===== src/trojan1_pkg.sv =====
// ##########################################################
// Trojan1 host shared types
// ##########################################################

`default_nettype none

package trojan1_pkg;

    // Data path width
    localparam int data_w = 8;

    // Working value, input and output words
    typedef logic [data_w-1:0] data_t;

    // LFSR state
    typedef logic [7:0] lfsr_t;

    // Shift history of the r1 stream
    typedef logic [3:0] hist_t;

    // LFSR value after reset
    localparam lfsr_t lfsr_seed = 8'hA5;

    // Mask applied in the second processing step
    localparam data_t proc_mask = 8'h7F;

    // History that fires the trigger, oldest bit on the left
    localparam hist_t trig_pattern = 4'b1101;

    // Host sequence, the output code shows up on state_out
    typedef enum logic [2:0] {
        st_idle   = 3'd0,
        st_proc1  = 3'd1,
        st_proc2  = 3'd2,
        st_proc3  = 3'd3,
        st_output = 3'd4
    } host_state_e;

    // Registered datapath outputs
    typedef struct packed {
        data_t data;
        data_t state;
        logic  valid;
    } host_result_t;

endpackage

`default_nettype wire


===== src/data_proc.sv =====
// ##########################################################
// Host datapath and output stage
// ##########################################################

`timescale 1ns/1ns
`default_nettype none

module data_proc (
    input  logic                      clk,
    input  logic                      rst,
    input  trojan1_pkg::host_state_e  state,
    input  trojan1_pkg::data_t        data_in,
    input  logic                      trigger,
    output trojan1_pkg::host_result_t result
);

    trojan1_pkg::data_t   work_q;
    trojan1_pkg::data_t   payload;
    trojan1_pkg::host_result_t result_q;

    // Working register
    // Idle keeps reloading data_in so the sampling edge is the one leaving idle
    always_ff @(posedge clk) begin
        case (state)
            trojan1_pkg::st_idle: begin
                work_q <= data_in;
            end
            trojan1_pkg::st_proc1: begin
                work_q <= work_q + trojan1_pkg::data_t'(1);
            end
            trojan1_pkg::st_proc2: begin
                work_q <= work_q ^ trojan1_pkg::proc_mask;
            end
            // Top bit drops out
            trojan1_pkg::st_proc3: begin
                work_q <= {work_q[trojan1_pkg::data_w-2:0], 1'b0};
            end
            default: begin
                work_q <= work_q;
            end
        endcase
    end

    // Trojan payload, every bit flipped while the trigger is high
    assign payload = work_q ^ {trojan1_pkg::data_w{trigger}};

    // Output registers, held until the next output state
    always_ff @(posedge clk or posedge rst) begin
        if (rst) begin
            result_q.data  <= '0;
            result_q.state <= '0;
            result_q.valid <= 1'b0;
        end else begin
            case (state)
                trojan1_pkg::st_idle: begin
                    result_q.valid <= 1'b0;
                end
                trojan1_pkg::st_output: begin
                    result_q.data  <= payload;
                    result_q.state <= trojan1_pkg::data_t'(trojan1_pkg::st_output);
                    result_q.valid <= 1'b1;
                end
                default: begin
                    result_q.valid <= result_q.valid;
                end
            endcase
        end
    end

    assign result = result_q;

endmodule

`default_nettype wire


===== src/host_ctrl.sv =====
// ##########################################################
// Host sequencing FSM
// ##########################################################

`timescale 1ns/1ns
`default_nettype none

module host_ctrl (
    input  logic                     clk,
    input  logic                     rst,
    input  logic                     enable,
    output trojan1_pkg::host_state_e state
);

    trojan1_pkg::host_state_e state_q;
    trojan1_pkg::host_state_e state_d;

    // State register
    always_ff @(posedge clk or posedge rst) begin
        if (rst) begin
            state_q <= trojan1_pkg::st_idle;
        end else begin
            state_q <= state_d;
        end
    end

    // Next state
    // Each processing step needs enable held, otherwise back to idle
    always_comb begin
        case (state_q)
            trojan1_pkg::st_idle: begin
                if (enable) begin
                    state_d = trojan1_pkg::st_proc1;
                end else begin
                    state_d = trojan1_pkg::st_idle;
                end
            end
            trojan1_pkg::st_proc1: begin
                if (enable) begin
                    state_d = trojan1_pkg::st_proc2;
                end else begin
                    state_d = trojan1_pkg::st_idle;
                end
            end
            trojan1_pkg::st_proc2: begin
                if (enable) begin
                    state_d = trojan1_pkg::st_proc3;
                end else begin
                    state_d = trojan1_pkg::st_idle;
                end
            end
            trojan1_pkg::st_proc3: begin
                if (enable) begin
                    state_d = trojan1_pkg::st_output;
                end else begin
                    state_d = trojan1_pkg::st_idle;
                end
            end
            // Result is shown for one cycle only
            trojan1_pkg::st_output: begin
                state_d = trojan1_pkg::st_idle;
            end
            default: begin
                state_d = trojan1_pkg::st_idle;
            end
        endcase
    end

    assign state = state_q;

endmodule

`default_nettype wire


===== src/r1_lfsr.sv =====
// ##########################################################
// r1 bit stream LFSR
// ##########################################################

`timescale 1ns/1ns
`default_nettype none

module r1_lfsr (
    input  logic clk,
    input  logic rst,
    input  logic enable,
    output logic r1
);

    trojan1_pkg::lfsr_t lfsr_q;
    logic               feedback;

    // Fibonacci taps on bits 7 and 3
    assign feedback = lfsr_q[7] ^ lfsr_q[3];

    // Frozen while enable is low
    always_ff @(posedge clk or posedge rst) begin
        if (rst) begin
            lfsr_q <= trojan1_pkg::lfsr_seed;
        end else if (enable) begin
            lfsr_q <= {lfsr_q[6:0], feedback};
        end
    end

    // Newest bit feeds the trigger
    assign r1 = lfsr_q[0];

endmodule

`default_nettype wire


===== src/trojan1_host_top.sv =====
// ##########################################################
// Trojan1 host top level
// ##########################################################

`timescale 1ns/1ns
`default_nettype none

module trojan1_host_top (
    input  logic               clk,
    input  logic               rst,
    input  trojan1_pkg::data_t data_in,
    input  logic               enable,
    output trojan1_pkg::data_t state_out,
    output trojan1_pkg::data_t data_out,
    output logic               valid
);

    trojan1_pkg::host_state_e  state;
    trojan1_pkg::host_result_t result;
    logic                      r1;
    logic                      trigger;

    // Host sequencing
    host_ctrl host_ctrl_i (
        .clk    (clk),
        .rst    (rst),
        .enable (enable),
        .state  (state)
    );

    // Pseudo-random stream watched by the trojan
    r1_lfsr r1_lfsr_i (
        .clk    (clk),
        .rst    (rst),
        .enable (enable),
        .r1     (r1)
    );

    // Rare pattern detector
    trojan1_trigger trojan1_trigger_i (
        .clk     (clk),
        .rst     (rst),
        .enable  (enable),
        .r1      (r1),
        .trigger (trigger)
    );

    // Processing steps and output stage
    data_proc data_proc_i (
        .clk     (clk),
        .rst     (rst),
        .state   (state),
        .data_in (data_in),
        .trigger (trigger),
        .result  (result)
    );

    // Result fields out to the ports
    assign data_out  = result.data;
    assign state_out = result.state;
    assign valid     = result.valid;

endmodule

`default_nettype wire


===== src/trojan1_trigger.sv =====
// ##########################################################
// Trojan1 trigger
// ##########################################################

`timescale 1ns/1ns
`default_nettype none

module trojan1_trigger (
    input  logic clk,
    input  logic rst,
    input  logic enable,
    input  logic r1,
    output logic trigger
);

    trojan1_pkg::hist_t hist_q;
    logic               match;
    logic               trigger_q;

    // Compare uses the history before this edge's shift
    assign match = (hist_q == trojan1_pkg::trig_pattern);

    // History of the last four r1 bits seen on enabled edges
    always_ff @(posedge clk or posedge rst) begin
        if (rst) begin
            hist_q <= '0;
        end else if (enable) begin
            hist_q <= {hist_q[2:0], r1};
        end
    end

    // Match registered on every edge, one cycle behind the history
    always_ff @(posedge clk or posedge rst) begin
        if (rst) begin
            trigger_q <= 1'b0;
        end else begin
            trigger_q <= match;
        end
    end

    assign trigger = trigger_q;

endmodule

`default_nettype wire

===== config.mk =====
export PLATFORM = sky130hd
export DESIGN_NAME = trojan1_host_top
export DESIGN_NICKNAME = d
export VERILOG_FILES = /design/src/trojan1_pkg.sv /design/src/data_proc.sv /design/src/host_ctrl.sv /design/src/r1_lfsr.sv /design/src/trojan1_host_top.sv /design/src/trojan1_trigger.sv
export SDC_FILE = /design/constraint.sdc
export NUM_CORES = 1
export LEC_CHECK = 0
export ABC_AREA = 1
export BUFFER_PORTS_ARGS = -buffer_cell sky130_fd_sc_hd__buf_2
export CORE_MARGIN = 5
export CORE_UTILIZATION = 30
export CTS_CLUSTER_DIAMETER = 200
export DETAILED_ROUTE_END_ITERATION = 7
export PLACE_DENSITY_LB_ADDON = 0.25
export SLEW_MARGIN = 30
export SYNTH_ARGS = -nofsm -noshare
export SYNTH_HDL_FRONTEND = slang
export SYNTH_SLANG_ARGS = --single-unit

===== constraint.sdc =====
create_clock -name clk -period 1.65 [get_ports clk]
set_input_delay 0.2475 -clock clk [delete_from_list [all_inputs] [get_ports clk]]
set_output_delay 0.2475 -clock clk [all_outputs]
set_load 0.01 [all_outputs]

# After elaboration in Yosys (flattened, before gate mapping)

Index checks and enable logic that the tools add are counted.

Output and inout port bits: 17
Input port bits: 11
Flip-flop bits (word level): 34
Word-level logic and storage cells: 31

Muxes and demuxes: 7
Bitwise operators: 4
Reduce and logical (&&, ||, !) cells: 5
Eq/ne operators: 5
$add $sub $neg: 1

Operators by type and width:

| kind                                                                  | count |
|---|---|
| 8-bit one-hot mux with 4 select lines                                 | 1 |
| 3-bit one-hot mux with 4 select lines                                 | 1 |
| 8-bit by 1-bit adder with 8-bit output, second input constant         | 1 |
| 8-bit bitwise XOR                                                     | 1 |
| 7-bit NOT                                                             | 1 |
| 3-bit by 2-bit equality test with 1-bit output, second input constant | 2 |
| 4-bit equality test, second input constant                            | 1 |
| 2-bit 2-to-1 mux                                                      | 2 |
| 4-bit nonzero test                                                    | 1 |
| 3-bit by 1-bit equality test with 1-bit output, second input constant | 1 |
| 3-bit equality test, second input constant                            | 1 |
| 3-bit zero test                                                       | 1 |
| 3-bit 2-to-1 mux                                                      | 1 |
| 3-bit nonzero test                                                    | 1 |
| 1-bit one-hot mux with 2 select lines                                 | 1 |
| 2-bit AND reduction                                                   | 1 |
| 2-bit nonzero test                                                    | 1 |
| 1-bit 2-to-1 mux                                                      | 1 |
| 1-bit NOT                                                             | 1 |
| 1-bit bitwise XOR                                                     | 1 |

# Logic depth before layout (Yosys ltp)

Depth in word-level cells: 3
Depth in mapped cells: 7
Mapped depth without buffers: 7

# Hierarchy

Synthesis repeated with hierarchy kept, for this count alone.

Cell total of the unflattened synthesis: 211
Area total of the unflattened synthesis: 1731.7 sq um

Modules (own cells, without submodules):

| module          | area each (sq um) | seq. area each (sq um) | cells an instance | times used |
|---|---|---|---|---|
| data_proc       | 1091.0            | 490.5                  | 138               | 1 |
| r1_lfsr         | 329.1             | 205.2                  | 36                | 1 |
| trojan1_trigger | 192.7             | 125.1                  | 23                | 1 |
| host_ctrl       | 118.9             | 75.1                   | 14                | 1 |

# Worst setup path after synthesis

OpenSTA, ideal clock, no wires.

Path type: register -> register
Start: register data_proc_i.work_q[0]
End: register data_proc_i.work_q[6] (data pin)
Cell stages (with the launch flop): 8
Slack: 393 ps
Required time: 1389 ps
Arrival: 996 ps
Period minus slack after synthesis: 1257 ps
Path through: edfxtp_1 > ha_1 > nand2_1 > inv_1 > nand2_1 > nand2_1 > nand2_1 > nand3_1

Word-level cells in the longest chain between the ends: 2

Ends and longest elaborated chain:

| item                                   | line            | source |
|---|---|---|
| start: declaration                     | data_proc.sv:17 | `trojan1_pkg::data_t work_q;` |
| start signal: assignment               | data_proc.sv:26 | `work_q <= data_in;` |
| start signal: assignment               | data_proc.sv:29 | `work_q <= work_q + trojan1_pkg::data_t'(1);` |
| start signal: assignment               | data_proc.sv:32 | `work_q <= work_q ^ trojan1_pkg::proc_mask;` |
| 8-bit by 1-bit adder with 8-bit output | data_proc.sv:29 |  |
| 8-bit one-hot mux with 4 select lines  | data_proc.sv:24 | `case (state)` |

No other way between the ends.
A chain may end at the register's enable or synchronous reset.

# Worst setup path in the final report

Same ends and word-level chain as after synthesis.

==> summary.md <==
| Metric | Value |
|---|---|
| Status | `finished clean` |
| Vias in the first global route | `1165` |
| Worst-path clk slew | `70 ps` |
| Syn avg cell area | `8.76 um2` |
| Switching Fraction | `0.313` |
| Total Die Area | `0.00717 mm2` |
| Vias after detailed routing | `1195` |
| Simple-gate share of the synthesized area | `0.226` |
| Max-Cap Viols | `0` |
| TritonRoute pass-1 iters | `4` |
| TritonCTS clock tree | `yes` |
| Share of layout cells above drive strength 1 | `0.234` |
| Tmin final | `1410 ps` |
| Comb power frac | `0.240` |
| Antenna viol nets, final | `0` |
| Sequential-to-total area share from yosys stat | `0.520` |
| DP Cell Count | `278` |
| Area Growth Syn to Fin | `13.2%` |
| Largest family of logic cells by synthesized area | `simple AND/OR/NAND/NOR gates` |
| Routed WL per cell | `11.0 um` |
| Hold WC Path Type | `in2async` |
| Setup TNS | `0 ps` |
| Achievable Freq | `711 MHz` |
| # diodes | `0` |
| Leakage | `0.915 nW` |
| Worst EP arrival | `1430 ps` |
| Setup slack after layout | `243 ps` |
| Clock power frac | `0.249` |
| Num CTS Buffers | `5` |
| Critical path's largest stage delay | `480 ps` |
| Fin cells | `286` |
| Number of setup violations in the final report | `0` |
| Clock Sinks | `33` |
| R2R depth | `7` |
| Worst Path Required | `1670 ps` |
| Initial Util | `0.306` |
| Hold slack | `9.11 ps` |
| Largest net degree at the start of global routing | `26` |
| RSZ-0062 raised after global routing | `no` |
| Cts hold-fix bufs | `0` |
| Critical path depth in cells | `7` |
| Die Y | `84.7 um` |
| Setup crit start kind | `flip-flop` |
| Site Rows | `27` |
| Reg power frac | `0.511` |
| Final HPWL DP | `2320 um` |
| Core box area | `0.00547 mm2` |
| CP Cell Sequence | `ha_1, nand2_1, inv_1, nand2_1, nand2_1, nand2_1, nand3_1` |
| First-pass GRT wire length | `5460 um` |
| Root Buffer | `clkbuf_8` |
| CP max FO | `5` |
| H-tree levels | `2` |
| Gpl congestion | `0.792` |
| Die X | `84.7 um` |
| Buffer depth of the longest clock path | `2` |
| Initial antenna violation count | `0` |
| Post-route DRC | `0` |
| Net Switching | `0.768 mW` |
| Fin crit share | `0.853` |
| Slew Viols, Final | `0` |
| Delay-heaviest family, CP | `flip-flops` |
| Port Buffers | `20` |
| PostCTS Resize Cnt | `0` |
| Synth Area in Adders | `0.00747` |
| Register bit count reported by yosys | `33` |
| Int Power | `1.69 mW` |
| WS Path Type | `reg2reg` |
| First DRT Iteration DRCs | `72` |
| Mapped Cells | `191` |
| Layout Nets | `225` |
| Vias per Instance | `4.18` |
| Yosys warning count | `0` |
| # Post-CTS Setup Buffers | `0` |
| Crit path capture type | `flip-flop` |
| Multiplexer share of the synthesized area | `0` |
| # IOs | `28` |
| Setup WS pre-CTS | `256 ps` |
| Worst path bufs/invs | `1` |
| Finished Cell Area | `0.00189 mm2` |
| Final Skew | `5.37 ps` |
| Synth Area in Compound Gates | `0.0972` |
| Total congestion overflow | `0` |
| Wirelength, routed | `3150 um` |
| Xor/xnor share of the synthesized area | `0.0471` |
| Total GRT Usage | `0.0955` |
| Clock latency on the worst-skew pair | `280 ps` |
| Hold Vio Cnt, Final | `0` |
| Slowest stage cell, crit path | `edfxtp_1` |
| Syn Std Cell Area | `0.00167 mm2` |
| Pwr/cell area | `1300 mW/mm2` |
| Distinct cells, synth | `26` |
| Peak supply drop | `0.326 mV` |
| Most frequent cell on the critical path | `nand2_1` |
| Area after DPL | `0.00180 mm2` |
## per-layer routing
layer / up-vias / GRT usage / wire length, um
met1: 520 / 0.123 / 1510
met4: 0 / 0.0432 / 52
met3: 5 / 0.0275 / 200
met5: - / 0 / 0
met2: 31 / 0.148 / 1380
li1: 639 / - / -
## worst reg2reg max path, cell delays in order (launching register included)
cell and delay (ps):
edfxtp_1 480, ha_1 260, nand2_1 110, inv_1 80
nand2_1 70, nand2_1 40, nand2_1 60, nand3_1 60
## cell type report
cell class | instances | area, um2
Timing Repair Buffer | 21 | 108
Multi-Input combinational cell | 132 | 658
Tap cell | 72 | 90.1
Fill cell | 607 | 3580
Inverter | 20 | 77.6
Clock buffer | 8 | 90.1
Sequential cell | 33 | 871
## cell usage after synthesis (all sizes together)
cell / number / area, um2
dfstp: 4 / 105
o211ai: 1 / 7.51
xnor2: 9 / 78.8
conb: 1 / 3.75
nor3: 1 / 5.00
buf: 11 / 85.1
nand2: 57 / 221
inv: 20 / 77.6
a21oi: 8 / 40.0
edfxtp: 8 / 240
clkbuf: 1 / 5.00
o21ai: 17 / 115
nor4: 1 / 6.26
or2: 1 / 6.26
ha: 1 / 12.5
nand3: 14 / 70.1
dfrtp: 21 / 526
nor2: 15 / 68.8
## layout by cell type, fill, tap and decap left out, types with 2 or more instances in the layout
cell,synthesis,final
buf_2,2,20
clkbuf_8,0,6
o21ai_2,8,8
nor2_2,2,2
a21oi_1,8,8
xnor2_1,9,9
inv_1,16,16
inv_2,3,3
dfrtp_1,21,21
edfxtp_1,8,8
nor2_1,12,12
nand2_2,3,3
clkbuf_1,0,2
dfstp_2,4,4
nand2_1,54,54
nand3_1,14,14
conb_1,1,7
o21ai_0,9,9
## worst paths after layout
check	from	end	slack, ps
max	data_proc_i.work_q[0]$_DFFE_PP_	data_proc_i.work_q[6]$_DFFE_PP_	240
min	rst	data_proc_i.result[3]$_DFFE_PP0P_	9
max reg2reg	data_proc_i.work_q[0]$_DFFE_PP_	data_proc_i.work_q[6]$_DFFE_PP_	240
min reg2reg	r1_lfsr_i.lfsr_q[5]$_DFFE_PP1P_	r1_lfsr_i.lfsr_q[5]$_DFFE_PP1P_	460
max in group asynchronous	rst	r1_lfsr_i.lfsr_q[7]$_DFFE_PP1P_	1350
min in group clk	data_in[0]	data_proc_i.work_q[0]$_DFFE_PP_	250
## stage by stage
stage,total power [mW],utilization
global placement,1.86,0.330
floorplan,1.70,-
global route,2.65,0.346
CTS,2.50,0.346
finish,2.46,0.346
detailed placement,1.87,0.330
## flip-flops by register name, indices dropped and copies added (netlist names)
name and count:
trojan1_trigger_i.trigger 1, data_proc_i.result 10, host_ctrl_i.state 3, r1_lfsr_i.lfsr_q 8, trojan1_trigger_i.hist_q 3, data_proc_i.work_q 8
## power groups by stage
stage / logic (mW) / registers, mW / clock network [mW]
finish: 0.589 / 1.26 / 0.612
floorplan: 0.430 / 1.27 / 0
detailed placement: 0.598 / 1.28 / 0
global placement: 0.594 / 1.27 / 0
CTS: 0.599 / 1.26 / 0.641
global route: 0.676 / 1.30 / 0.679
## cells by family after synthesis
family | count (synthesis)
compound gates | 26
xor+xnor | 9
fa+ha+maj | 1
buf+inv | 32
flops | 33
other cells | 1
simple gates | 89
Note: power is estimated with default switching activity, not from simulation.
